--- config.mk ---
export PLATFORM = sky130hd
export DESIGN_NAME = vc_fifo
export DESIGN_NICKNAME = d
export VERILOG_FILES = /design/src/vc_pkg.sv /design/src/vc_fifo.sv
export SDC_FILE = /design/constraint.sdc
export NUM_CORES = 1
export LEC_CHECK = 0
export BUFFER_PORTS_ARGS = -buffer_cell sky130_fd_sc_hd__clkbuf_2
export CAP_MARGIN = 10
export CELL_PAD_IN_SITES_DETAIL_PLACEMENT = 2
export CELL_PAD_IN_SITES_GLOBAL_PLACEMENT = 2
export CORE_MARGIN = 1.5
export CORE_UTILIZATION = 52
export DETAILED_ROUTE_END_ITERATION = 12
export PLACE_DENSITY_LB_ADDON = 0.1
export SYNTH_ARGS = -nofsm -noshare
export SYNTH_HDL_FRONTEND = slang
export SYNTH_SLANG_ARGS = --single-unit
--- constraint.sdc ---
create_clock -name clk_i -period 5.4 [get_ports clk_i]
set_input_delay 0 -clock clk_i [delete_from_list [all_inputs] [get_ports clk_i]]
set_output_delay 0 -clock clk_i [all_outputs]
set_load 0.03 [all_outputs]
--- src/vc_pkg.sv ---
package vc_pkg;

    ////////////////////
    // Sizing
    ////////////////////

    localparam int DATA_WIDTH = 32;
    localparam int REG_NUM    = 32;
    localparam int LANES      = 4;
    localparam int VLEN       = 512;
    localparam int ELEMS      = VLEN / (DATA_WIDTH * LANES);
    localparam int VLMAX      = LANES * ELEMS;
    localparam int IQ_DEPTH   = 8;
    localparam int IQ_PTR_B   = $clog2(IQ_DEPTH);
    localparam int ADDR_B     = $clog2(REG_NUM);
    localparam int ELEM_B     = $clog2(ELEMS);
    localparam int LANE_B     = $clog2(LANES);
    // One extra bit so an all-ones word still fits
    localparam int SBIT_CNT_B = $clog2(DATA_WIDTH) + 1;

    ////////////////////
    // Instruction format
    ////////////////////

    typedef logic [DATA_WIDTH-1:0] word_t;

    typedef struct packed {
        logic [5:0]        funct6;
        logic              vm;
        logic [ADDR_B-1:0] vs2;
        logic [ADDR_B-1:0] vs1_rs1_imm;
        logic [2:0]        funct3;
        logic [ADDR_B-1:0] vd;
        logic [6:0]        opcode;
    } vinstr_t;

    typedef enum logic [5:0] {
        VADD    = 6'b000000,
        VSUB    = 6'b000010,
        VAND    = 6'b001001,
        VOR     = 6'b001010,
        VXOR    = 6'b001011,
        VMV_X_S = 6'b010000,
        VID     = 6'b010100
    } funct6_e;

    typedef enum logic [2:0] {
        OPIVV = 3'b000,
        OPMVV = 3'b010,
        OPIVI = 3'b011,
        OPIVX = 3'b100
    } funct3_e;

    localparam logic [6:0] VARITH = 7'b1010111;

endpackage

--- src/vc_fifo.sv ---
`timescale 1ns/100ps

module vc_fifo import vc_pkg::*; #(
    parameter type T = word_t
) (
    input  logic clk_i,
    input  logic resetn_i,
    input  logic push_i,
    input  logic pop_i,
    input  T     data_i,
    output T     data_o,
    output logic empty_o,
    output logic full_o
);

    T                    mem [IQ_DEPTH];
    logic [IQ_PTR_B-1:0] wr_ptr_q;
    logic [IQ_PTR_B-1:0] rd_ptr_q;
    logic [IQ_PTR_B:0]   count_q;
    logic                do_push;
    logic                do_pop;

    assign full_o  = (count_q == (IQ_PTR_B+1)'(IQ_DEPTH));
    assign empty_o = (count_q == '0);

    // Requests that would overflow or underflow are dropped here
    assign do_push = push_i && !full_o;
    assign do_pop  = pop_i && !empty_o;

    // Oldest entry is always visible
    assign data_o = mem[rd_ptr_q];

    always_ff @(posedge clk_i) begin
        if (do_push) begin
            mem[wr_ptr_q] <= data_i;
        end
    end

    always_ff @(posedge clk_i or negedge resetn_i) begin
        if (!resetn_i) begin
            wr_ptr_q <= '0;
            rd_ptr_q <= '0;
            count_q  <= '0;
        end else begin
            if (do_push) begin
                wr_ptr_q <= wr_ptr_q + 1'b1;
            end
            if (do_pop) begin
                rd_ptr_q <= rd_ptr_q + 1'b1;
            end
            case ({do_push, do_pop})
                2'b10:   count_q <= count_q + 1'b1;
                2'b01:   count_q <= count_q - 1'b1;
                default: count_q <= count_q;
            endcase
        end
    end

endmodule

==> summary by stage <==
Logic synthesis
In this run the mean area of a mapped cell was roughly 24 um^2. The cell area after technology mapping is slightly above 10000 um^2. In this run, synthesis produced a sequential element count of 266. The net count of the mapped netlist is between 400 and 500. The share of async-settable or async-resettable flops after synthesis is around 3.8%. The post-synthesis instance total is roughly 440. The most frequent cell after synthesis is sky130_fd_sc_hd__edfxtp_1. For this run, the register share of the synthesized area comes to between 70 and 80%. By count the netlist is led by 256 x sky130_fd_sc_hd__edfxtp_1, 55 x sky130_fd_sc_hd__mux4_2, 33 x sky130_fd_sc_hd__mux2_2, 10 x sky130_fd_sc_hd__dfrtp_1, 9 x sky130_fd_sc_hd__mux4_1. Yosys attributes the largest share of cell area to sky130_fd_sc_hd__edfxtp_1 75%, sky130_fd_sc_hd__mux4_2 12%, sky130_fd_sc_hd__mux2_2 3.6%, sky130_fd_sc_hd__dfrtp_1 2.4%, sky130_fd_sc_hd__mux4_1 2.3%.

The fraction of post-synthesis cell area in the top cell type by area is 74.7%. The synthesized design contains between 200 and 300 enable-type register cells. The number of unique standard cell types used by synthesis is 34. The Yosys warning count is 0. Among all flip-flop cells after synthesis, the most frequent one is sky130_fd_sc_hd__edfxtp_1. The cell type with the highest aggregate area in the netlist is sky130_fd_sc_hd__edfxtp_1.

Global route
The via count of the first global-routing pass is between 5000 and 6000. The pin count of the biggest net entering global routing is 44. The first global-routing pass estimated around 43000 um of wire. The number of antenna violations at the first check in global routing is 0.

The total global-route track usage is a little under a third. The remaining global-route overflow is 0.

Layout
Registers take roughly 7900 um^2. Cells with a size suffix above 1 make up a little under two fifths of the layout. The multi-input gate area in the final layout is roughly 2300 um^2. Fill cells in the final layout number ~1500. The count of placed standard cells in the final layout, fillers left out is between 800 and 900. The number of antenna diodes in the final layout is 0.

At the end of the flow, the number of nets in the layout was roughly 610. The layout-stage area growth over the synthesis result is 18.3%.

STA
The final critical delay including setup and external delays is ~3.4 ns. The number of max-slew violations in the final report is 0. The smallest hold slack is ~0.27 ns. The number of endpoints with negative hold slack in the final report was 0.

The achievable frequency is approximately 300 MHz. For the pin with the worst max-slew slack, the measured transition is between 1 and 1.5 ns. The count of final setup violators is 0. Setup repair after global routing left no endpoint under its margin. The clock tree skew after final layout is 0.0138 ns. Headroom to the max-slew limit came out at roughly 28%. The total negative slack is 0 ns. Of the available clock period, the critical path in the final layout requires 62.4%.

Detailed routing
After the first detailed-routing iteration, the DRC count stood at roughly 490. In the routed design, unresolved DRC markers number 0. The remaining number of nets flagged by the antenna check after routing is 0. Dividing the detail-routed wire length by the instance count gives approximately 36 um. The number of vias per cell after detailed routing is about 6.2. The total wire length is roughly 30000 um. The total number of vias is around 5300. The first-pass iteration count of the detailed router is 5.

Pwr
VDD sags by at most roughly 0.49 mV. For this design the static power due to leakage is slightly above 4 nW. After layout, the design draws a total of ~7.1 mW. In this run the power density over the cells is between 500 and 600 nW/um^2.

Setup path
The worst setup path is of the flip-flop to primary output kind. The endpoint required time on the critical path is between 5 and 6 ns. The data arrival time of the critical path is roughly 3.4 ns. On the worst path, the slowest cell contributes a delay of a little under 1 ns. The maximum net fanout on the critical path is 43.

The endpoint type of the worst setup path is a primary output. STA classifies the critical path startpoint as a flip-flop. The slowest stage cell on the critical path is sky130_fd_sc_hd__dfrtp_4. Walking the worst path, the cells encountered are buf_4 > mux4_2 > mux2_2 > clkbuf_2.

The setup check on the worst reg-to-reg path leaves a slack of between 2 and 2.5 ns.

Floorplan
In this run the standard cell core region covers about 19000 um^2. Once the floorplan was initialized, standard cells occupied 52.9% of the core. The I/O pin count is 70. In this run the core area contains 51 standard-cell rows. The overall die area is just over 20000 um^2.

The floorplan die height is around 140 um. Measured along the x axis, the die boundary spans around 140 um.

Placement
During placement, the flow inserted port buffers numbering 69. The HPWL after detailed placement is 14300 um. The congestion estimate from routability-driven global placement came to ~0.7. After detailed placement, the design holds a cell count of between 700 and 800.

Clocking
TritonCTS built the clock tree. The largest buffer count on any clock path is 3. The clock root buffer is sky130_fd_sc_hd__clkbuf_16.

The clock transition at the registers of the reported paths is about 0.070 ns. The clock insertion delay at the later pin of the skew report is 0.54 ns. TritonCTS created 28 clock buffers.

For this design, the sink count on the clock tree is 266. CTS built an H-tree with a depth of 1. Post-CTS repair changed the size of 0 cells.

Min path
The class of the worst hold path is primary input to flip-flop.

Outcome
The flow ran to the end, and the final reports show no timing, DRC or antenna violations.

Flow run
The count of maximum capacitance violations is 0.
## cells in the final DEF, fill, tap and decap left out, types with 7 or more instances in the layout
cell	instances
sky130_fd_sc_hd__edfxtp_1	256
sky130_fd_sc_hd__buf_4	10
sky130_fd_sc_hd__clkbuf_16	29
sky130_fd_sc_hd__mux2_2	33
sky130_fd_sc_hd__clkbuf_2	69
sky130_fd_sc_hd__clkbuf_1	12
sky130_fd_sc_hd__mux4_1	9
sky130_fd_sc_hd__dlygate4sd3_1	36
sky130_fd_sc_hd__dfrtp_1	7
sky130_fd_sc_hd__mux4_2	55
## what timing repair did
item	4_1_cts	5_1_grt
hold buffers	36	0
setup buffers	0	0
endpoints found under the hold margin	272	0
## state kept, by name, indices dropped and copies added, names as in the netlist
signal    count
mem         256
count_q       4
rd_ptr_q      3
wr_ptr_q      3
## critical path: cells and delay by family, from the launching register on
family / cells / cell delay [ns]
flip-flops: 1 / 0.99
buffers and inverters: 2 / 0.79
multiplexers: 2 / 0.96
## metrics by stage
| stage | util (%) | cell area (um^2) | worst slack [ns] |
|---|---|---|---|
| after floorplan | - | 10300 | 1.92 |
| after global placement | 56.4 | 11000 | 2.67 |
| after detailed placement | 56.4 | 11000 | 2.50 |
| after CTS | 62.6 | 12200 | 2.05 |
| after global routing | 62.6 | 12200 | 1.85 |
| final | 62.6 | 12200 | 2.03 |
## layout make-up
cell class,instances,share of cell area [%]
flip-flops and latches,266,65.2
multi-input cells,146,18.6
clock buffers,43,6.55
repair buffers,115,6.41
well taps,265,2.72
clock inverters,8,0.288
inverters,6,0.185
## cell families (layout without fill, tap and decap cells)
logic type,count (synthesis),count (layout),share of synthesized area (%)
muxes,99,99,18.1
buffers and inverters,25,172,1.42
AOI/OAI and AO/OA,7,7,0.571
xor gates and xnor gates,6,6,0.510
adders and majority gates,6,6,0.802
DFF,266,266,77.1
and+or+nand+nor,28,28,1.46
## layer usage
metal  share of wire [%]  wire [um]  global-route usage, %
met5                   0          0                      0
met4                 2.5        760                   8.97
met3                 5.4       1640                   4.03
met2                  52      15800                   53.2
met1                  40      12100                   42.1
## report_power, final
part	leakage (nW)	total [mW]	switching, mW	internal, mW
sequential	2.44	2.99	0.375	2.61
combinational	1.22	2.26	1.33	0.931
clock	0.408	1.84	0.824	1.01
## worst paths after layout
check / start / endpoint / cells after the start
max: rd_ptr_q[0]$_DFFE_PN0P_ / data_o[24] / 4
min: data_i[29] / mem[5][29]$_DFFE_PP_ / 2
max reg2reg: count_q[0]$_DFFE_PN0P_ / count_q[3]$_DFFE_PN0P_ / 7
min reg2reg: wr_ptr_q[0]$_DFFE_PN0P_ / wr_ptr_q[0]$_DFFE_PN0P_ / 1
max in group asynchronous: resetn_i / rd_ptr_q[0]$_DFFE_PN0P_ / 3
min in group asynchronous: resetn_i / count_q[1]$_DFFE_PN0P_ / 3
Note: power is estimated with default switching activity, not from simulation.
