`src/vc_pkg.sv`:
```
package vc_pkg;

    ////////////////////
    // Sizing
    ////////////////////

    localparam int DATA_WIDTH = 32;
    localparam int REG_NUM    = 32;
    localparam int LANES      = 4;
    localparam int VLEN       = 512;
    localparam int ELEMS      = VLEN / (DATA_WIDTH * LANES);
    localparam int VLMAX      = LANES * ELEMS;
    localparam int IQ_DEPTH   = 8;
    localparam int IQ_PTR_B   = $clog2(IQ_DEPTH);
    localparam int ADDR_B     = $clog2(REG_NUM);
    localparam int ELEM_B     = $clog2(ELEMS);
    localparam int LANE_B     = $clog2(LANES);
    // One extra bit so an all-ones word still fits
    localparam int SBIT_CNT_B = $clog2(DATA_WIDTH) + 1;

    ////////////////////
    // Instruction format
    ////////////////////

    typedef logic [DATA_WIDTH-1:0] word_t;

    typedef struct packed {
        logic [5:0]        funct6;
        logic              vm;
        logic [ADDR_B-1:0] vs2;
        logic [ADDR_B-1:0] vs1_rs1_imm;
        logic [2:0]        funct3;
        logic [ADDR_B-1:0] vd;
        logic [6:0]        opcode;
    } vinstr_t;

    typedef enum logic [5:0] {
        VADD    = 6'b000000,
        VSUB    = 6'b000010,
        VAND    = 6'b001001,
        VOR     = 6'b001010,
        VXOR    = 6'b001011,
        VMV_X_S = 6'b010000,
        VID     = 6'b010100
    } funct6_e;

    typedef enum logic [2:0] {
        OPIVV = 3'b000,
        OPMVV = 3'b010,
        OPIVI = 3'b011,
        OPIVX = 3'b100
    } funct3_e;

    localparam logic [6:0] VARITH = 7'b1010111;

endpackage

```
`src/balance_ctrl.sv`:
```
`timescale 1ns/100ps

module balance_ctrl import vc_pkg::*; (
    input  logic [SBIT_CNT_B-1:0] lane_sbit_cnt_i [LANES],
    output logic [SBIT_CNT_B-1:0] balance_cnt_o   [LANES-1]
);

    // Entry k compares lane k against lane k+1
    for (genvar k = 0; k < LANES-1; k++) begin : g_diff
        logic [SBIT_CNT_B-1:0] cnt_lo;
        logic [SBIT_CNT_B-1:0] cnt_hi;

        assign cnt_lo = lane_sbit_cnt_i[k];
        assign cnt_hi = lane_sbit_cnt_i[k+1];

        assign balance_cnt_o[k] = (cnt_lo >= cnt_hi) ? (cnt_lo - cnt_hi)
                                                     : (cnt_hi - cnt_lo);
    end

endmodule

```
`config.mk`:
```
export PLATFORM = sky130hd
export DESIGN_NAME = balance_ctrl
export DESIGN_NICKNAME = d
export VERILOG_FILES = /design/src/vc_pkg.sv /design/src/balance_ctrl.sv
export SDC_FILE = /design/constraint.sdc
export NUM_CORES = 1
export LEC_CHECK = 0
export BUFFER_PORTS_ARGS = -buffer_cell sky130_fd_sc_hd__buf_2
export CAP_MARGIN = 10
export CORE_MARGIN = 1.5
export CORE_UTILIZATION = 25
export DETAILED_ROUTE_END_ITERATION = 6
export PLACE_DENSITY = 0.49
export SETUP_SLACK_MARGIN = 0.15
export SYNTH_ARGS = -nofsm -noshare
export SYNTH_HDL_FRONTEND = slang
export SYNTH_SLANG_ARGS = --single-unit
export TNS_END_PERCENT = 30
```
`constraint.sdc`:
```
create_clock -name vclk -period 2.1
set_input_delay 0.21 -clock vclk [all_inputs]
set_output_delay 0.21 -clock vclk [all_outputs]
set_load 0.03 [all_outputs]
```
==> summary.txt, run 1 <==
STA
  • Final setup viols: 0
  • Final Hold Vio Count: 0
  • RSZ-0062 raised after global routing: true
  • Slew HR: 72.86%
  • Max Clk Rate: slightly below 0.5 GHz
  • Final Max Tran Viols: 0
  • Hold slack final: around 0.9 ns
  • Fin crit period: slightly above 2 ns
  • Final period util: between 90% and 100%
  • Worst Max-Slew Pin Slew: roughly 0.41 ns

Setup path
  • CP Data Required Time: around 1.9 ns
  • CP max stage cell: fa_2
  • Setup crit end kind: primary output
  • CP Max Fanout: 5
  • Crit path launch type: input port
  • Crit-path cells: buf_8 -> ha_4 -> fa_2 -> a21boi_2 -> o21ai_2 -> o21ai_4 -> mux2i_2 -> xor2_2 -> buf_6
  • Critical path arrival: ~1.9 ns
  • Crit path kind: in -> out
  • Crit path from: lane_sbit_cnt_i[6]
  • CP peak stage delay: 0.35 ns

GRT
  • Number of global-route vias before repair: 1452
  • Global-route wire length before repair: approximately 6400 um
  • Initial antenna violation count: 0
  • Total track usage: between 10% and 20%
  • GRT Residual Overflow: 0
  • Largest net degree at the start of global routing: 8

Yosys
  • Post-Synth XOR/XNOR Area: roughly 7.2%
  • Syn nets: 228
  • Cells after Synth: 165
  • Yosys warns: 0
  • Synthesized area: 1336 um^2
  • Post-synth cell types: 26
  • Post-synthesis simple-gate area fraction: 6.273%
  • Multiplexer area fraction after synthesis: 10.49%
  • Largest family of logic cells by synthesized area: adder cells
  • Synth Area in Adders: roughly two fifths
  • Sequential share of the synthesized area: 0%
  • Compound-Gate Fraction of Synth Area: roughly a quarter
  • Mean post-synth cell area: 8.099 um^2

Power and ir drop
  • Pwr Density: between 400 and 500 nW/um^2
  • VDD IR max: just under 0.0002 V
  • LEAKAGE: approximately 1.3 nW

Drt
  • Routed Antenna Nets: 0
  • 1st-iter DRT viols: 31
  • Detailed Route WL: roughly 4000 um
  • DRC viols: 0
  • Vias per cell: 4.440
  • Via count: between 1000 and 1500
  • DRT Pass-1 Iters: 4
  • Routed length per instance: approximately 12 um

Placement
  • Final Wtd Congestion: a little over 0.8
  • Detailed-placement wirelength estimate: 3310 um
  • Post-Place Cells: between 300 and 400
  • Input/output buffers: 42
  • DP Area: roughly 2100 um^2

Layout
  • Layout cells sized above 1: a little over three fifths
  • Layout fillers: around 530
  • Final nets: roughly 330
  • N_diodes: 0
  • Finished Cell Area: about 2600 um^2
  • Area Growth Syn to Fin: 93.07%
  • Seq cells: 0
  • Seq. cell area: 0 um^2
  • Non-Filler Instances: 332
  • CLK BUF: 0

Flow run
  • Max-cap violations: 0

Worst hold path
  • Hold Path End: balance_cnt_o[5]
  • Worst hold path type: in -> out
  • Hold path start: lane_sbit_cnt_i[11]
  • Hold depth: 4

Die
  • Die height: roughly 76 um
  • Boundary pin count: 42
  • Core Area: about 5000 um^2
  • Initial Util: 26.00%
  • Die area: around 5800 um^2
  • Die Wd: roughly 76 um
  • Std cell rows: 26

Run status
  • Status: finished clean
placed cells by master (no fill, tap or decap), drive strengths merged:
cell      count
a21boi        2
nor3          1
o21a          2
nor2          2
inv          33
buf          99
ha           33
a2111oi       2
xor2          7
a221oi        7
a21oi        14
and2          2
o41ai         1
clkinvlp      1
nor2b         2
xnor2         4
and3          1
o21ai        11
fa            6
a21o          6
o31a          1
nand2        10
a31o          1
mux2i        14
stage by stage:
step,total power [W],TNS [ns],setup slack [ns],util (%)
2_1_floorplan,0.0005396,-0.0009837,-0.0009837,-
3_3_place_gp,0.0008144,-1.443,-0.1985,41.55
3_5_place_dp,0.0008167,-1.773,-0.2094,41.55
4_1_cts,0.0009894,-0.05941,-0.02189,47.10
5_1_grt,0.001137,-0.3516,-0.06931,50.19
6_report,0.001061,0,0.02081,50.19
worst max-delay path by stage:
stage,end,slack (ns),depth (start not counted)
after floorplan,balance_cnt_o[3],-0.001,8
after global placement,balance_cnt_o[5],-0.20,10
after detailed placement,balance_cnt_o[5],-0.21,10
after CTS,balance_cnt_o[11],-0.02,9
after global routing,balance_cnt_o[11],-0.07,9
final,balance_cnt_o[11],0.02,9
cell usage after synthesis:
cell / count / share of area (%)
a2111oi_1: 2 / 1.5
a21boi_0: 2 / 1.1
a21o_1: 6 / 3.4
a21oi_1: 14 / 5.2
a221oi_1: 6 / 3.9
a221oi_2: 1 / 1.1
a31o_2: 1 / 0.66
and2_2: 2 / 1.1
and3_1: 1 / 0.47
buf_4: 2 / 1.1
fa_1: 6 / 9.0
ha_1: 33 / 31
inv_1: 34 / 9.6
mux2i_1: 14 / 10
nand2_1: 10 / 2.8
nor2_1: 2 / 0.56
nor2b_1: 2 / 0.94
nor3_1: 1 / 0.37
o21a_1: 2 / 1.1
o21ai_0: 7 / 2.6
o21ai_1: 2 / 0.75
o21ai_2: 2 / 1.3
o31a_1: 1 / 0.66
o41ai_4: 1 / 2.1
xnor2_1: 4 / 2.6
xor2_1: 7 / 4.6
layout make-up:
| cell class | instances | area (um^2) | share of cell area [%] |
|---|---|---|---|
| inverters | 34 | 136.4 | 5.286 |
| multi-input cells | 129 | 1589 | 61.59 |
| well taps | 70 | 87.58 | 3.395 |
| repair buffers | 99 | 767.0 | 29.73 |
routing by layer:
| layer | vias up | GRT usage (%) | share of wire [%] |
|---|---|---|---|
| li1 | 757 | - | - |
| met1 | 688 | 18.40 | 48 |
| met2 | 27 | 22.88 | 50 |
| met3 | 2 | 0.1198 | 2.0 |
| met4 | 0 | 1.481 | 0.47 |
| met5 | - | 0 | 0 |
critical path, delay by kind of cell:
kind	cells	cell delay (ns)
mux	1	0.26
compound gates	3	0.46
fa+ha+maj	2	0.51
xor+xnor	1	0.17
buf+inv	2	0.26
cells by family after synthesis:
group	Yosys count
AOI/OAI and AO/OA	47
muxes	14
xor gates and xnor gates	11
buffers and inverters	36
adders and majority gates	39
and+or+nand+nor	18
power by group:
group / total [W] / switching (W) / internal, W / leakage, nW
Clock: 0 / 0 / 0 / 0
Sequential: 0 / 0 / 0 / 0
Combinational: 0.00106 / 0.000545 / 0.000516 / 1.27
repair_timing:
item / 4_1_cts / 5_1_grt
pin swaps: 15 / 18
hold buffers: 0 / 0
endpoints found under the setup margin: 15 / 15
endpoints found under the hold margin: 0 / 0
resized for setup: 67 / 35
buffers inserted: 4 / 2
(Power assumes the default switching activity.)
==> run 2: changes to the inputs <==
--- a/config.mk
+++ b/config.mk
@@ -8,9 +8,9 @@
 export BUFFER_PORTS_ARGS = -buffer_cell sky130_fd_sc_hd__buf_2
 export CAP_MARGIN = 10
 export CORE_MARGIN = 1.5
-export CORE_UTILIZATION = 25
+export CORE_UTILIZATION = 48
 export DETAILED_ROUTE_END_ITERATION = 6
-export PLACE_DENSITY = 0.49
+export PLACE_DENSITY = 0.8
 export SETUP_SLACK_MARGIN = 0.15
 export SYNTH_ARGS = -nofsm -noshare
 export SYNTH_HDL_FRONTEND = slang
==> constraint.sdc (replaced) <==
create_clock -name vclk -period 2.7
set_input_delay 0.27 -clock vclk [all_inputs]
set_output_delay 0.27 -clock vclk [all_outputs]
set_load 0.03 [all_outputs]
==> summary.txt, run 2 (synthesized netlist as in run 1, its figures left out) <==
Run status
  • Status: finished clean

Layout
  • Seq. cell area: 0 um^2
  • Final nets: 270
  • CLK BUF: 0
  • Finished Cell Area: 1574 um^2
  • Most frequent cells in the layout: buf_2 (42), inv_1 (34), ha_1 (33)
  • Area Growth Syn to Fin: 17.79%
  • Area taken by multi-input logic gates: ~1200 um^2
  • Final Core Density: 61.85%
  • Seq cells: 0
  • Layout fillers: 256
  • N_diodes: 0
  • Layout cells sized above 1: 24.39%
  • Commonest non-fill, non-tap cell in the layout: buf_2

Drt
  • DRT Pass-1 Iters: 4
  • 1st-iter DRT viols: 19
  • Routed Antenna Nets: 0
  • DRC viols: 0
  • Routed length per instance: around 12 um
  • Wire length on met2: between 1000 and 1500 um
  • Via count: roughly 1300
  • Met3 wire length: 116 um
  • Vias per cell: ~5.3
  • Wl on met1: between 1000 and 1500 um
  • Detailed Route WL: about 2800 um
  • Highest routed layer: met3

Die
  • Die area: between 3000 and 4000 um^2
  • Initial Util: ~53%
  • Die height: ~56 um
  • Core Area: 2545 um^2
  • Boundary pin count: 42
  • Std cell rows: 18
  • Die Wd: around 56 um

Worst hold path
  • Hold depth: 4
  • Worst hold path type: in -> out
  • Hold path start: lane_sbit_cnt_i[12]
  • Hold Path End: balance_cnt_o[6]

Clock tree
  • Setup Buffers After CTS: 0
  • Hold-fix buffers, CTS: 0

GRT
  • Largest net degree at the start of global routing: 8
  • Total track usage: between 15 and 20%
  • GRT Residual Overflow: 0
  • Initial antenna violation count: 0
  • Number of global-route vias before repair: about 1100
  • Global-route wire length before repair: slightly below 5000 um

STA
  • Hold slack final: between 0.9 and 1 ns
  • Fin crit period: ~2.4 ns
  • Final period util: around nine tenths
  • Final setup viols: 0
  • Final Hold Vio Count: 0
  • Max Clk Rate: 0.4089 GHz
  • Slew HR: between 60% and 70%
  • RSZ-0062 raised after global routing: true
  • Final Max Tran Viols: 0
  • Total negative setup slack: 0 ns
  • Worst Max-Slew Pin Slew: 0.4574 ns

Placement
  • Input/output buffers: 42
  • Detailed-placement wirelength estimate: approximately 2500 um
  • DP Area: ~1600 um^2
  • Final Wtd Congestion: approximately 0.81

Setup path
  • CP Max Fanout: 5
  • Crit path kind: in -> out
  • Setup crit end kind: primary output
  • Critical path arrival: ~2.2 ns
  • CP max stage cell: o41ai_4
  • Crit path launch type: input port
  • CP Data Required Time: between 2 and 2.5 ns
  • Worst path most repeated cell: buf_2
  • CP peak stage delay: 0.47 ns
  • Crit-path cells: buf_2 -> inv_1 -> ha_1 -> nand2_1 -> a21oi_1 -> o41ai_4 -> mux2i_1 -> xor2_1 -> buf_2

Power and ir drop
  • LEAKAGE: 0.9388 nW
  • VDD IR max: roughly 0.00023 V
  • Pwr Density: approximately 320 nW/um^2

Flow run
  • Max-cap violations: 0
run 2: cell count changes in the layout (fill, tap and decap cells not counted), moves of 6 or more:
cell | before | now
mux2i_2 | 6 | 0
ha_1 | 21 | 33
ha_4 | 7 | 0
mux2i_1 | 5 | 14
xor2_2 | 7 | 0
xor2_1 | 0 | 7
buf_4 | 59 | 0
inv_1 | 27 | 34
o21ai_0 | 1 | 7
buf_2 | 22 | 42
buf_6 | 15 | 0
run 2: routing by layer:
metal  vias up  track usage (%)
met4         0           0.6969
met5         -                0
met2        34            30.61
li1        650                -
met1       569            26.54
met3         0           0.2326
run 2: how the worst max path moves through the flow:
stage / startpoint / to / slack (ns) / depth (start not counted)
after floorplan: lane_sbit_cnt_i[13] / balance_cnt_o[14] / 0.40 / 7
after global placement: lane_sbit_cnt_i[13] / balance_cnt_o[17] / 0.29 / 9
after detailed placement: lane_sbit_cnt_i[13] / balance_cnt_o[15] / 0.26 / 9
after CTS: lane_sbit_cnt_i[9] / balance_cnt_o[10] / 0.23 / 9
after global routing: lane_sbit_cnt_i[13] / balance_cnt_o[14] / 0.09 / 9
final: lane_sbit_cnt_i[13] / balance_cnt_o[15] / 0.25 / 9
run 2: stage by stage:
step                      instances  setup slack, ns   power, W
after floorplan                 165           0.3965  0.0003809
after global placement          235           0.2895  0.0005034
after detailed placement        235           0.2581  0.0005075
after CTS                       235           0.2345  0.0005099
after global routing            235          0.08922  0.0005554
final                           235           0.2546  0.0005089
run 2: timing repair:
action / CTS / global route
hold endpoints to repair: 0 / 0
resized for setup: 0 / 1
endpoints found under the setup margin: 0 / 7
run 2: power by group:
group | switching (W) | leakage, nW | total [W] | internal [W]
combinational | 0.000321 | 0.939 | 0.000509 | 0.000188
sequential | 0 | 0 | 0 | 0
clock | 0 | 0 | 0 | 0
total | 0.000321 | 0.939 | 0.000509 | 0.000188
run 2: critical path: cells and delay by family:
kind | cells | cell delay (ns)
compound gates | 2 | 0.56
buf+inv | 3 | 0.49
fa+ha+maj | 1 | 0.36
mux | 1 | 0.27
xor+xnor | 1 | 0.15
simple gates | 1 | 0.07
run 2: layout make-up:
| cell class | count | share of cell area (%) |
|---|---|---|
| Inverter | 34 | 8.108 |
| Multi-Input combinational cell | 129 | 76.15 |
| Tap cell | 30 | 2.385 |
| Timing Repair Buffer | 42 | 13.35 |
==> run 3: changes to the inputs <==
--- a/config.mk
+++ b/config.mk
@@ -6,10 +6,11 @@
 export NUM_CORES = 1
 export LEC_CHECK = 0
 export BUFFER_PORTS_ARGS = -buffer_cell sky130_fd_sc_hd__buf_2
-export CAP_MARGIN = 10
 export CORE_MARGIN = 1.5
 export CORE_UTILIZATION = 48
 export DETAILED_ROUTE_END_ITERATION = 6
+export GPL_TIMING_DRIVEN = 0
+export MAX_ROUTING_LAYER = met4
 export PLACE_DENSITY = 0.8
 export SETUP_SLACK_MARGIN = 0.15
 export SYNTH_ARGS = -nofsm -noshare
==> summary.txt, run 3 (synthesized netlist as in run 1, its figures left out) <==
Setup path
  • CP max stage cell: ha_1
  • CP Data Required Time: ~2.4 ns
  • Setup crit end kind: primary output
  • Crit path launch type: input port
  • Crit path kind: in -> out
  • CP Max Fanout: 5
  • Crit-path cells: buf_2 -> inv_1 -> ha_1 -> nand2_1 -> a21oi_1 -> o41ai_4 -> buf_4 -> mux2i_1 -> xor2_1 -> buf_2
  • CP bufs+invs: 4
  • CP peak stage delay: 0.37 ns
  • Top delay family on crit path: buffers and inverters
  • Critical path arrival: roughly 2.1 ns
  • Worst path most repeated cell: buf_2

Die
  • Initial Util: 52.51%
  • Die height: ~56 um
  • Std cell rows: 18
  • Boundary pin count: 42
  • Die Wd: about 56 um
  • Die area: ~3100 um^2
  • Core Area: 2545 um^2

STA
  • Setup ws final: roughly 0.3 ns
  • Total negative setup slack: 0 ns
  • Max Clk Rate: roughly 0.42 GHz
  • Fin crit period: 2.396 ns
  • Final period util: between 80% and 90%
  • Final Max Tran Viols: 0
  • RSZ-0062 raised after global routing: true
  • Final setup viols: 0
  • Slew HR: about three quarters
  • Final Hold Vio Count: 0
  • Worst Max-Slew Pin Slew: approximately 0.36 ns
  • Hold slack final: just under 1 ns

Placement
  • Input/output buffers: 42
  • Detailed-placement wirelength estimate: 2452 um
  • Dpl ws: 0.1629 ns
  • Final Wtd Congestion: between 0.8 and 0.9

Layout
  • Layout cells sized above 1: between 20% and 30%
  • Commonest non-fill, non-tap cell in the layout: buf_2
  • Final nets: approximately 270
  • N_diodes: 0
  • Seq cells: 0
  • CLK BUF: 0
  • Most frequent cells in the layout: buf_2 (42), inv_1 (34), ha_1 (33)
  • Layout fillers: between 200 and 300
  • Seq. cell area: 0 um^2
  • Area Growth Syn to Fin: 20.60%

GRT
  • Global-route wire length before repair: between 4000 and 5000 um
  • Initial antenna violation count: 0
  • Number of global-route vias before repair: between 1000 and 1500
  • GRT Residual Overflow: 0
  • Total track usage: 18.83%
  • Largest net degree at the start of global routing: 8

Drt
  • Vias per cell: slightly above 5
  • Via count: between 1000 and 1500
  • 1st-iter DRT viols: 22
  • Detailed Route WL: 2748 um
  • DRC viols: 0
  • DRT Pass-1 Iters: 4
  • Routed Antenna Nets: 0
  • Routed length per instance: between 10 and 15 um

Power and ir drop
  • LEAKAGE: between 0.9 and 1 nW
  • VDD IR max: approximately 0.00024 V
  • Pwr Density: between 300 and 400 nW/um^2

Flow run
  • Max-cap violations: 0

Clock tree
  • Hold-fix buffers, CTS: 0

Worst hold path
  • Worst hold path type: in -> out

Run status
  • Status: finished clean
==> run 3: cell count changes in the layout (fill, tap and decap cells not counted), sizes merged <==
cell / delta
buf: +4
==> run 3: final cells by class <==
type	count	area (um^2)	share of cell area, %
Buffer	2	15.01	0.9317
Timing Repair Buffer	44	225.2	13.98
Inverter	34	127.6	7.919
Multi-Input combinational cell	129	1206	74.84
Tap cell	30	37.54	2.329
==> run 3: path summary, 6_finish.rpt <==
path,from,endpoint,cells after the start
setup / recovery,lane_sbit_cnt_i[13],balance_cnt_o[15],10
hold / removal,lane_sbit_cnt_i[6],balance_cnt_o[0],4
==> run 3: what timing repair did <==
action	4_1_cts	5_1_grt
setup buffers	0	2
setup endpoints to repair	0	8
gates resized for setup	0	2
==> run 3: power breakdown <==
part	internal, W	total (W)	switching, W
clock network	0	0	0
registers	0	0	0
logic	0.000196	0.000519	0.000322
total	0.000196	0.000519	0.000322
==> run 3: metal layers <==
metal,global-route usage (%),vias up,routed length (um)
li1,-,656,-
met1,25.85,541,1393
met2,32.14,23,1260
met3,0.6977,0,94
met4,1.394,0,0
met5,-,-,0
==> run 3: tightest hold or removal path, stage by stage <==
cell and delay (ns):
buf_2 0.10, ha_1 0.14, inv_1 0.04, buf_2 0.16
==> run 3: per-stage QoR <==
stage / instance area (um^2) / cells / utilization, % / total power (W)
floorplan: 1336 / 165 / - / 0.0003809
global placement: 1584 / 237 / 62.24 / 0.0005033
detailed placement: 1584 / 237 / 62.24 / 0.0005092
CTS: 1584 / 237 / 62.24 / 0.0005112
global route: 1612 / 239 / 63.32 / 0.0005699
finish: 1612 / 239 / 63.32 / 0.0005186
