File: src/vc_pkg.sv
package vc_pkg;

    ////////////////////
    // Sizing
    ////////////////////

    localparam int DATA_WIDTH = 32;
    localparam int REG_NUM    = 32;
    localparam int LANES      = 4;
    localparam int VLEN       = 512;
    localparam int ELEMS      = VLEN / (DATA_WIDTH * LANES);
    localparam int VLMAX      = LANES * ELEMS;
    localparam int IQ_DEPTH   = 8;
    localparam int IQ_PTR_B   = $clog2(IQ_DEPTH);
    localparam int ADDR_B     = $clog2(REG_NUM);
    localparam int ELEM_B     = $clog2(ELEMS);
    localparam int LANE_B     = $clog2(LANES);
    // One extra bit so an all-ones word still fits
    localparam int SBIT_CNT_B = $clog2(DATA_WIDTH) + 1;

    ////////////////////
    // Instruction format
    ////////////////////

    typedef logic [DATA_WIDTH-1:0] word_t;

    typedef struct packed {
        logic [5:0]        funct6;
        logic              vm;
        logic [ADDR_B-1:0] vs2;
        logic [ADDR_B-1:0] vs1_rs1_imm;
        logic [2:0]        funct3;
        logic [ADDR_B-1:0] vd;
        logic [6:0]        opcode;
    } vinstr_t;

    typedef enum logic [5:0] {
        VADD    = 6'b000000,
        VSUB    = 6'b000010,
        VAND    = 6'b001001,
        VOR     = 6'b001010,
        VXOR    = 6'b001011,
        VMV_X_S = 6'b010000,
        VID     = 6'b010100
    } funct6_e;

    typedef enum logic [2:0] {
        OPIVV = 3'b000,
        OPMVV = 3'b010,
        OPIVI = 3'b011,
        OPIVX = 3'b100
    } funct3_e;

    localparam logic [6:0] VARITH = 7'b1010111;

endpackage

File: src/issue_ctrl.sv
`timescale 1ns/100ps

module issue_ctrl import vc_pkg::*; (
    input  logic             clk_i,
    input  logic             resetn_i,
    input  logic             vreq_i,
    input  logic             iq_full_i,
    input  logic             iq_empty_i,
    input  vinstr_t          iq_instr_i,
    input  word_t            iq_rs1_i,
    input  logic [LANES-1:0] lane_ready_i,
    input  word_t            lane_elem_i [LANES],
    output logic             iq_push_o,
    output logic             iq_pop_o,
    output logic             v_iq_ack_o,
    output logic             v_iq_full_o,
    output logic             issue_o,
    output logic             vready_o,
    output logic             rd_wr_en_o,
    output vinstr_t          instr_o,
    output word_t            scalar_o,
    output word_t            rd_o
);

    logic lanes_ready;
    logic issue;
    logic ready_pending_q;
    logic issue_d_q;
    logic is_vmv;

    ////////////////////
    // Host side
    ////////////////////

    assign iq_push_o   = vreq_i && !iq_full_i;
    assign v_iq_full_o = iq_full_i;

    always_ff @(posedge clk_i or negedge resetn_i) begin
        if (!resetn_i) begin
            v_iq_ack_o <= 1'b0;
        end else begin
            v_iq_ack_o <= iq_push_o;
        end
    end

    ////////////////////
    // Issue
    ////////////////////

    // Lanes run in lock-step, all must be idle
    assign lanes_ready = &lane_ready_i;
    assign vready_o    = lanes_ready;

    // Hold off until the lanes have dropped ready for the last issue
    assign issue    = !iq_empty_i && lanes_ready && !ready_pending_q;
    assign iq_pop_o = issue;
    assign issue_o  = issue;

    always_ff @(posedge clk_i or negedge resetn_i) begin
        if (!resetn_i) begin
            ready_pending_q <= 1'b0;
            issue_d_q       <= 1'b0;
            instr_o         <= '0;
            scalar_o        <= '0;
        end else begin
            issue_d_q <= issue;
            if (issue) begin
                ready_pending_q <= 1'b1;
            end else if (!lanes_ready) begin
                ready_pending_q <= 1'b0;
            end
            if (issue) begin
                instr_o <= iq_instr_i;
                // imm5 is zero-extended
                if (iq_instr_i.funct3 == OPIVI) begin
                    scalar_o <= word_t'(iq_instr_i.vs1_rs1_imm);
                end else begin
                    scalar_o <= iq_rs1_i;
                end
            end
        end
    end

    ////////////////////
    // Scalar result
    ////////////////////

    assign is_vmv = (instr_o.opcode == VARITH) && (instr_o.funct6 == VMV_X_S)
                    && (instr_o.funct3 == OPMVV);

    // Owning lane is the element index modulo LANES
    always_ff @(posedge clk_i or negedge resetn_i) begin
        if (!resetn_i) begin
            rd_wr_en_o <= 1'b0;
            rd_o       <= '0;
        end else begin
            rd_wr_en_o <= issue_d_q && is_vmv;
            if (issue_d_q && is_vmv) begin
                rd_o <= lane_elem_i[scalar_o[LANE_B-1:0]];
            end
        end
    end

endmodule

File: config.mk
export PLATFORM = sky130hd
export DESIGN_NAME = issue_ctrl
export DESIGN_NICKNAME = d
export VERILOG_FILES = /design/src/vc_pkg.sv /design/src/issue_ctrl.sv
export SDC_FILE = /design/constraint.sdc
export NUM_CORES = 1
export LEC_CHECK = 0
export ABC_AREA = 1
export BUFFER_PORTS_ARGS = -buffer_cell sky130_fd_sc_hd__buf_2
export CAP_MARGIN = 20
export CORE_AREA = 2 2 119 121
export CTS_BUF_LIST = sky130_fd_sc_hd__clkbuf_4 sky130_fd_sc_hd__clkbuf_8 sky130_fd_sc_hd__clkbuf_16
export DETAILED_ROUTE_END_ITERATION = 12
export DIE_AREA = 0 0 121 123
export PLACE_DENSITY = 0.71
export RECOVER_POWER = 100
export SYNTH_ARGS = -nofsm -noshare
export SYNTH_HDL_FRONTEND = slang
export SYNTH_SLANG_ARGS = --single-unit
File: constraint.sdc
create_clock -name clk_i -period 3.25 [get_ports clk_i]
set_input_delay 0.65 -clock clk_i [delete_from_list [all_inputs] [get_ports clk_i]]
set_output_delay 0.65 -clock clk_i [all_outputs]
set_load 0.05 [all_outputs]
==> impl_metrics.py, run 1 <==
metrics = {
    "status": {
        "status": "complete, but fails checks",
        "violations": "max-capacitance violations, max-slew violations",
    },
    "sta": {
        "fin_skew_ps": 12.0,
        "slew_violations": 39,
        "postLayoutSetupSlackWorst_ps": 670,
        "setup_violations": 0,
        "hold_viol_final": 0,
        "setup-tns-final_ps": 0,
        "fin_crit_sh_pct": 79.4,
        "rsz0062_at_grt": "no",
        "maxSlewHeadroom_pct": -3.17,
        "max_clock_freq_mhz": 388,
        "tightest_slew_ps": 1550,
        "period_minus_slack_ps": 2580,
    },
    "critical_path": {
        "reg2reg_slack_ps": 930,
        "worstPathRequired_ps": 2600,
        "end_kind": "primary output",
        "critPathTopFamily": "flip-flops",
        "worstPathMaxFanout": 82,
        "cp_cell_sequence": "buf_2",
        "path_class": "flop to primary output",
        "crit_buf_inv": 1,
        "path_depth": 1,
        "rr_worst_depth": 6,
        "cp.arrival_ps": 1930,
        "start_kind": "flop",
        "critPathMaxStageDelay_ps": 1120,
        "slowest_stage": "dfrtp_2",
    },
    "finish": {
        "final_cells": 1260,
        "nNetsFinal": 1275,
        "syn_to_final_growth_pct": 31.3,
        "finalCoreUtilization_pct": 53.0,
        "layout-drive-gt1-share_pct": 23.3,
    },
    "grt": {
        "grt_antenna_before_repair": 1,
        "gr-usage-met2_pct": 34.8,
        "overflow": 0,
        "grt_busiest_layer": "met2",
        "grt_pass1_vias": 5127,
        "grtUsageMet3_pct": 4.34,
        "grt_usage_pct": 21.3,
        "grt_util_met1_pct": 27.4,
        "grt_pass1_wl_um": 25100,
        "grt_max_degree": 89,
    },
    "synth": {
        "synth.area.top_cells": "dfrtp_1, nand2_1, nand3_1",
        "synthesis.nets": 1003,
        "synth.avg_cell_area_um2": 6.85,
        "synth.most_common_cell": "nand2_1",
        "ys.warnings.count": 0,
        "synth_edf_count": 0,
        "yosys-top-cells-count": "nand2_1, dfrtp_1, inv_1, nor2_1, nand3_1",
        "synth-seq-cells": 100,
        "yosysSeqAreaShare_pct": 45.5,
        "synth_top_cell_area_share_pct": 45.5,
        "synth_compound_area_share_pct": 4.42,
        "synth_area_um2": 5490,
        "synth.distinct_cells": 24,
        "synth_top_family_by_area": "simple AND/OR/NAND/NOR gates",
        "yosys.area_share.simple_pct": 39.4,
        "synth-adder-area-share_pct": 0,
        "synth_top_flop_cell": "dfrtp_1",
        "asyncSetResetFlopFracSynth_pct": 100,
        "syn_inst": 802,
        "synthMuxAreaShare_pct": 0,
        "synthXorXnorAreaFrac_pct": 0,
        "synth_area_leader_cell": "dfrtp_1",
    },
    "routing": {
        "wl_per_cell_um": 12.8,
        "dr.first_iter.drc_count": 362,
        "dr_total_vias": 5701,
        "drt_first_pass_iters": 4,
        "drtAntennaViolNets": 0,
        "vias_per_cell": 4.52,
        "drc": 0,
        "wl_um": 16100,
    },
    "placement": {
        "hpwl_um": 12000,
        "io_buffers": 303,
        "dp.cells": 1242,
        "gp_congestion": 0.828,
        "post-place-ws_ps": 1190,
    },
    "pwr": {
        "cellPowerDensity_nw_per_um2": 581,
        "p_leak_nw": 4.02,
        "swShare_pct": 42.1,
        "switchingPower_mw": 1.76,
        "combPwrFrac_pct": 36.3,
        "p_total_mw": 4.19,
        "p_int_mw": 2.43,
        "ir_drop_uv": 341,
        "seq_power_share_pct": 37.5,
        "pwr-share-clk_pct": 26.2,
    },
    "clock_network": {
        "clkSlewWorstSetupHoldPaths_ps": 70,
        "cts_tree": "yes",
        "cts_buffer_depth": 2,
        "cts_root_buf": "clkbuf_16",
        "h-tree-depth": 3,
        "clk_latency_ps": 340,
        "cts-resized-gates": 0,
        "cts_buffers": 9,
        "clock-sinks": 100,
        "cts_setup_buffers": 0,
        "cts.hold.buffers_added": 0,
    },
    "floorplan": {
        "die_x_um": 121,
        "ios": 304,
        "num_rows": 43,
        "start_util_pct": 40.4,
        "fp.coreArea_um2": 13600,
        "dieArea_um2": 14900,
        "die_y_um": 123,
    },
    "job": {
        "max-cap-violations": 1,
    },
    "min_path": {
        "holdCritPathClass": "flop to flop",
        "worstHoldPathCells": 2,
    },
}
## logic make-up after synthesis
family          after synthesis
compound gates               48
simple gates                520
buf+inv                     134
flops                       100
## sequential cells by signal, summed over array words and instances (netlist names)
name / count
instr_o: 32
issue_d_q: 1
rd_o: 32
rd_wr_en_o: 1
ready_pending_q: 1
scalar_o: 32
v_iq_ack_o: 1
## per-stage QoR
stage	cell area (µm²)	hold WS, ps
after CTS	7340	333
after floorplan	5490	354
after detailed placement	7030	460
after global placement	7030	458
after global routing	7220	490
final	7220	477
## path summary, 6_finish.rpt
path | from | endpoint
worst min register to register | rd_o[0] | rd_o[0]
worst max-delay path | scalar_o[0] | scalar_o[0]
min in group asynchronous | resetn_i | scalar_o[3]
worst min-delay path | rd_o[0] | rd_o[0]
max in group asynchronous | resetn_i | instr_o[28]
worst max register to register | ready_pending_q | instr_o[26]
## power by group through the flow
stage / sequential (mW) / combinational [mW] / clock [mW]
2_1_floorplan: 2.12 / 0.614 / 0
3_3_place_gp: 1.59 / 1.57 / 0
3_5_place_dp: 1.59 / 1.58 / 0
4_1_cts: 1.57 / 1.58 / 1.13
5_1_grt: 1.60 / 1.67 / 1.18
6_report: 1.57 / 1.52 / 1.10
## routing by layer
| metal | wire (µm) | vias to the layer above |
|---|---|---|
| met5 | 0 | - |
| met4 | 477 | 0 |
| met3 | 1220 | 26 |
| met2 | 7400 | 223 |
| met1 | 6980 | 2505 |
| li1 | - | 2947 |
## layout make-up
class	count	area [µm²]
fillers	1449	6400
flip-flops and latches	100	2500
multi-input cells	568	2400
clock inverters	7	81.3
diodes	1	2.50
clock buffers	9	225
well taps	180	225
inverters	86	323
repair buffers	309	1450
## layout by cell type, fill, tap and decap left out, types with 2 or more instances in the layout
cell type	instances
or2_1	2
clkbuf_2	2
or2_2	19
nor2_2	2
inv_6	2
or2_0	11
clkbuf_16	9
nand2_1	344
nor2_1	73
buf_12	2
nand3_1	64
inv_1	82
clkbuf_1	104
clkinvlp_4	3
dfrtp_1	99
inv_2	4
buf_4	2
buf_2	199
o21ai_0	47
Power figures use the tool's default switching activity.
==> run 2, diff against run 1 <==
CORE_AREA = default   (was 2 2 119 121)
CORE_MARGIN = 2   (was default)
CORE_UTILIZATION = 41   (was default)
DIE_AREA = default   (was 0 0 121 123)
PLACE_DENSITY = 0.75   (was 0.71)
clock period = 2.3 ns   (was 3.25 ns; I/O delays follow)
==> run 2 against run 1 <==
Against the previous run: the flow now finishes without violations; routed wire length fell by 3.4%; sequential power up 39%; combinational power is 45% higher.
==> impl_metrics.py, run 2 (same netlist as run 1, synthesis figures left out) <==
metrics = {
    "clock_network": {
        "clkSlewWorstSetupHoldPaths_ps": 80,
        "cts-resized-gates": 0,
        "clock-sinks": 100,
        "cts_buffer_depth": 2,
        "cts_setup_buffers": 0,
        "cts_buffers": 9,
        "cts_root_buf": "clkbuf_16",
        "clk_latency_ps": 340,
        "cts_tree": "yes",
        "cts.hold.buffers_added": 0,
        "h-tree-depth": 3,
    },
    "sta": {
        "postLayoutSetupSlackWorst_ps": 321,
        "slew_violations": 0,
        "max_clock_freq_mhz": 505,
        "period_minus_slack_ps": 1980,
        "rsz0062_at_grt": "no",
        "setup-tns-final_ps": 0,
        "fin_skew_ps": 14.8,
        "fin_crit_sh_pct": 86.0,
        "setup_violations": 0,
        "maxSlewHeadroom_pct": 9.99,
        "hold_viol_final": 0,
        "tightest_slew_ps": 1350,
    },
    "routing": {
        "drtAntennaViolNets": 0,
        "dr.first_iter.drc_count": 257,
        "dr_total_vias": 5724,
        "drt_first_pass_iters": 5,
        "wl_per_cell_um": 12.3,
        "wl_um": 15500,
        "vias_per_cell": 4.55,
        "drc": 0,
    },
    "grt": {
        "grt_pass1_wl_um": 24800,
        "grt_usage_pct": 21.2,
        "grt_pass1_vias": 5218,
        "grt_antenna_before_repair": 0,
        "overflow": 0,
        "grt_max_degree": 101,
    },
    "critical_path": {
        "worstPathRequired_ps": 1840,
        "crit_path_start": "ready_pending_q",
        "cp.arrival_ps": 1520,
        "path_class": "flop to primary output",
        "end_kind": "primary output",
        "worstPathMaxFanout": 8,
        "start_kind": "flop",
        "r2r-start": "scalar_o[0]",
    },
    "placement": {
        "hpwl_um": 11700,
        "post-place-ws_ps": 538,
        "dp.cells": 1243,
        "io_buffers": 303,
        "gp_congestion": 0.848,
    },
    "finish": {
        "layout-drive-gt1-share_pct": 24.0,
        "nNetsFinal": 1279,
        "final_cell_mix": "nand2_1, buf_2, clkbuf_1",
        "top_regs": "instr_o (32), rd_o (32), scalar_o (32)",
        "final_cells": 1259,
        "fillers": 1361,
        "syn_to_final_growth_pct": 31.5,
        "final_common_cell": "nand2_1",
        "antenna_cells": 0,
    },
    "pwr": {
        "ir_drop_uv": 465,
        "p_leak_nw": 4.04,
        "cellPowerDensity_nw_per_um2": 810,
        "p_total_mw": 5.86,
    },
    "floorplan": {
        "fp.coreArea_um2": 13200,
        "die_x_um": 120,
        "die_y_um": 120,
        "ios": 304,
        "start_util_pct": 41.7,
        "dieArea_um2": 14300,
        "num_rows": 42,
    },
    "min_path": {
        "holdCritPathClass": "primary input to flop",
        "hold_start": "iq_full_i",
    },
    "job": {
        "max-cap-violations": 0,
    },
    "status": {
        "status": "complete, no violations",
    },
}
## run 2: power by group
group	leakage (nW)	total, mW	switching (mW)	internal [mW]
registers	1.14	2.18	0.180	1.99
clock network	0.139	1.47	0.714	0.761
logic	2.76	2.21	1.62	0.584
## run 2: metal layers
layer  vias up  GRT usage [%]  wire [µm]
met5         -              0          0
met4         0           6.84        386
met3        28           5.51       1160
met2       222           36.7       7370
met1      2515           25.8       6600
li1       2959              -          -
## run 2: path summary, 6_finish.rpt
| path | slack [ps] | endpoint | cells after the start |
|---|---|---|---|
| hold / removal | 290 | v_iq_ack_o | 2 |
| min in group asynchronous | 540 | scalar_o[25] | 2 |
| max in group asynchronous | 780 | scalar_o[0] | 2 |
| setup reg to reg | 470 | rd_o[13] | 6 |
| setup / recovery | 320 | issue_o | 4 |
| hold reg to reg | 480 | rd_o[19] | 2 |
## run 2: layout make-up
| cell class | count | area, µm² | share of cell area (%) |
|---|---|---|---|
| tap | 176 | 220 | 3.05 |
| multi-input combinational | 568 | 2410 | 33.3 |
| inverter | 86 | 323 | 4.47 |
| clock inverter | 7 | 67.6 | 0.935 |
| sequential | 100 | 2510 | 34.7 |
| timing repair buffer | 313 | 1480 | 20.5 |
| clock buffer | 9 | 225 | 3.12 |
## run 2: critical path: stages (launching register included)
cell,delay [ps]
dfrtp_1,400
nor2_1,160
nand2_2,80
inv_1,220
clkbuf_2,330
## run 2: through the flow
| step | util [%] | hold WS (ps) | instance area (µm²) |
|---|---|---|---|
| 2_1_floorplan | - | 164 | 5490 |
| 3_3_place_gp | 53.7 | 458 | 7090 |
| 3_5_place_dp | 53.7 | 461 | 7090 |
| 4_1_cts | 55.9 | 201 | 7380 |
| 5_1_grt | 54.8 | 289 | 7230 |
| 6_report | 54.8 | 290 | 7230 |
==> run 3, diff against run 2 <==
MAX_ROUTING_LAYER = met4   (was default)
==> run 3 against run 2 <==
Against the previous run: die area unchanged; clock power about the same; global-route usage increased by 0.60 points; design area unchanged; sequential power about the same; largest power group unchanged; largest cell class unchanged; first-iteration DRC count decreased by 0.39%; utilization unchanged; via count increased by 0.31%.
==> impl_metrics.py, run 3 (same netlist as run 1, synthesis figures left out) <==
metrics = {
    "routing": {
        "drtAntennaViolNets": 0,
        "dr_total_vias": 5742,
        "vias_per_cell": 4.56,
        "dr.first_iter.drc_count": 256,
        "drc": 0,
        "wl_um": 15500,
        "wl_per_cell_um": 12.3,
        "drt_first_pass_iters": 5,
    },
    "min_path": {
        "holdCritPathClass": "primary input to flop",
        "hold_start": "iq_full_i",
        "min_to": "v_iq_ack_o",
        "worstHoldPathCells": 2,
    },
    "finish": {
        "syn_to_final_growth_pct": 31.5,
        "design_area_um2": 7230,
        "antenna_cells": 0,
        "fillers": 1361,
        "layout-drive-gt1-share_pct": 24.0,
        "top_regs": "instr_o (32), rd_o (32), scalar_o (32)",
        "final_cell_mix": "nand2_1, buf_2, clkbuf_1",
        "nNetsFinal": 1279,
        "final_common_cell": "nand2_1",
        "multi_input_area_um2": 2410,
        "finalCoreUtilization_pct": 54.8,
        "seq_area_um2": 2510,
    },
    "clock_network": {
        "cts.hold.buffers_added": 0,
        "cts_buffer_depth": 2,
        "cts_tree": "yes",
        "clkSlewWorstSetupHoldPaths_ps": 80,
        "cts_buffers": 9,
        "clk_latency_ps": 340,
        "cts-resized-gates": 0,
        "clock-sinks": 100,
        "cts_setup_buffers": 0,
        "h-tree-depth": 3,
        "cts_root_buf": "clkbuf_16",
    },
    "pwr": {
        "cellPowerDensity_nw_per_um2": 809,
        "seq_power_share_pct": 37.2,
        "switchingPower_mw": 2.51,
        "combPwrFrac_pct": 37.7,
        "ir_drop_uv": 466,
        "p_total_mw": 5.85,
        "p_int_mw": 3.34,
        "p_leak_nw": 4.04,
        "swShare_pct": 42.9,
        "pwr-share-clk_pct": 25.1,
    },
    "critical_path": {
        "start_kind": "flop",
        "worstPathMaxFanout": 8,
        "path_class": "flop to primary output",
        "reg2reg_slack_ps": 470,
        "r2r-start": "scalar_o[0]",
        "end_kind": "primary output",
        "slowest_stage": "dfrtp_1",
        "rr_worst_depth": 6,
        "cp.arrival_ps": 1520,
        "r2r-end": "rd_o[8]",
        "critPathTopFamily": "buffers and inverters",
        "worstPathRequired_ps": 1840,
        "cp_cell_sequence": "nor2_1 > nand2_2 > inv_1 > clkbuf_2",
        "crit_buf_inv": 2,
        "critPathMaxStageDelay_ps": 400,
    },
    "grt": {
        "grt_antenna_before_repair": 0,
        "grt_max_degree": 101,
        "grt_pass1_wl_um": 24700,
        "grt_pass1_vias": 5234,
        "overflow": 0,
        "grt_usage_pct": 21.8,
    },
    "placement": {
        "placed_cell_area_um2": 7090,
        "io_buffers": 303,
        "gp_congestion": 0.861,
        "post-place-ws_ps": 538,
        "hpwl_um": 11700,
    },
    "floorplan": {
        "fp.coreArea_um2": 13200,
        "start_util_pct": 41.7,
        "die_y_um": 120,
        "die_x_um": 120,
        "dieArea_um2": 14300,
        "num_rows": 42,
        "ios": 304,
    },
    "job": {
        "max-cap-violations": 0,
    },
    "sta": {
        "fin_skew_ps": 15.4,
        "postLayoutSetupSlackWorst_ps": 316,
        "period_minus_slack_ps": 1980,
        "tightest_slew_ps": 1360,
        "max_clock_freq_mhz": 504,
        "maxSlewHeadroom_pct": 9.55,
        "fin_crit_sh_pct": 86.2,
        "slew_violations": 0,
        "setup_violations": 0,
        "rsz0062_at_grt": "no",
        "hold_viol_final": 0,
        "setup-tns-final_ps": 0,
    },
    "status": {
        "status": "complete, no violations",
    },
}
## run 3: through the flow
step	cells	hold slack, ps
6_report	1259	291
5_1_grt	1259	289
4_1_cts	1259	201
3_5_place_dp	1243	461
3_3_place_gp	1243	458
2_1_floorplan	802	164
## run 3: cell type report
class | instances | area share (%)
Clock buffer | 9 | 3.12
Sequential cell | 100 | 34.7
Multi-Input combinational cell | 568 | 33.3
Tap cell | 176 | 3.05
Clock inverter | 7 | 0.935
Inverter | 86 | 4.47
Timing Repair Buffer | 313 | 20.5
## run 3: worst max path at each step
stage	from	to	slack, ps	cells after the start
final	ready_pending_q	issue_o	320	4
after CTS	ready_pending_q	issue_o	420	4
after global placement	iq_instr_i[14]	scalar_o[29]	580	6
after global routing	ready_pending_q	iq_pop_o	220	4
after floorplan	lane_ready_i[2]	issue_o	220	6
after detailed placement	lane_ready_i[2]	scalar_o[25]	540	6
## run 3: per-layer routing
layer,GRT usage [%],vias to the layer above,routed length [µm]
met2,36.8,219,7380
met3,4.42,28,1060
met4,6.84,0,381
li1,-,2963,-
met5,-,-,0
met1,26.5,2532,6690
## run 3: power by group through the flow
stage               logic [mW]  clock network (mW)  registers [mW]
floorplan                0.868                   0            2.99
global placement          2.30                   0            2.20
detailed placement        2.32                   0            2.20
CTS                       2.32                1.51            2.17
global route              2.42                1.59            2.21
finish                    2.21                1.47            2.18
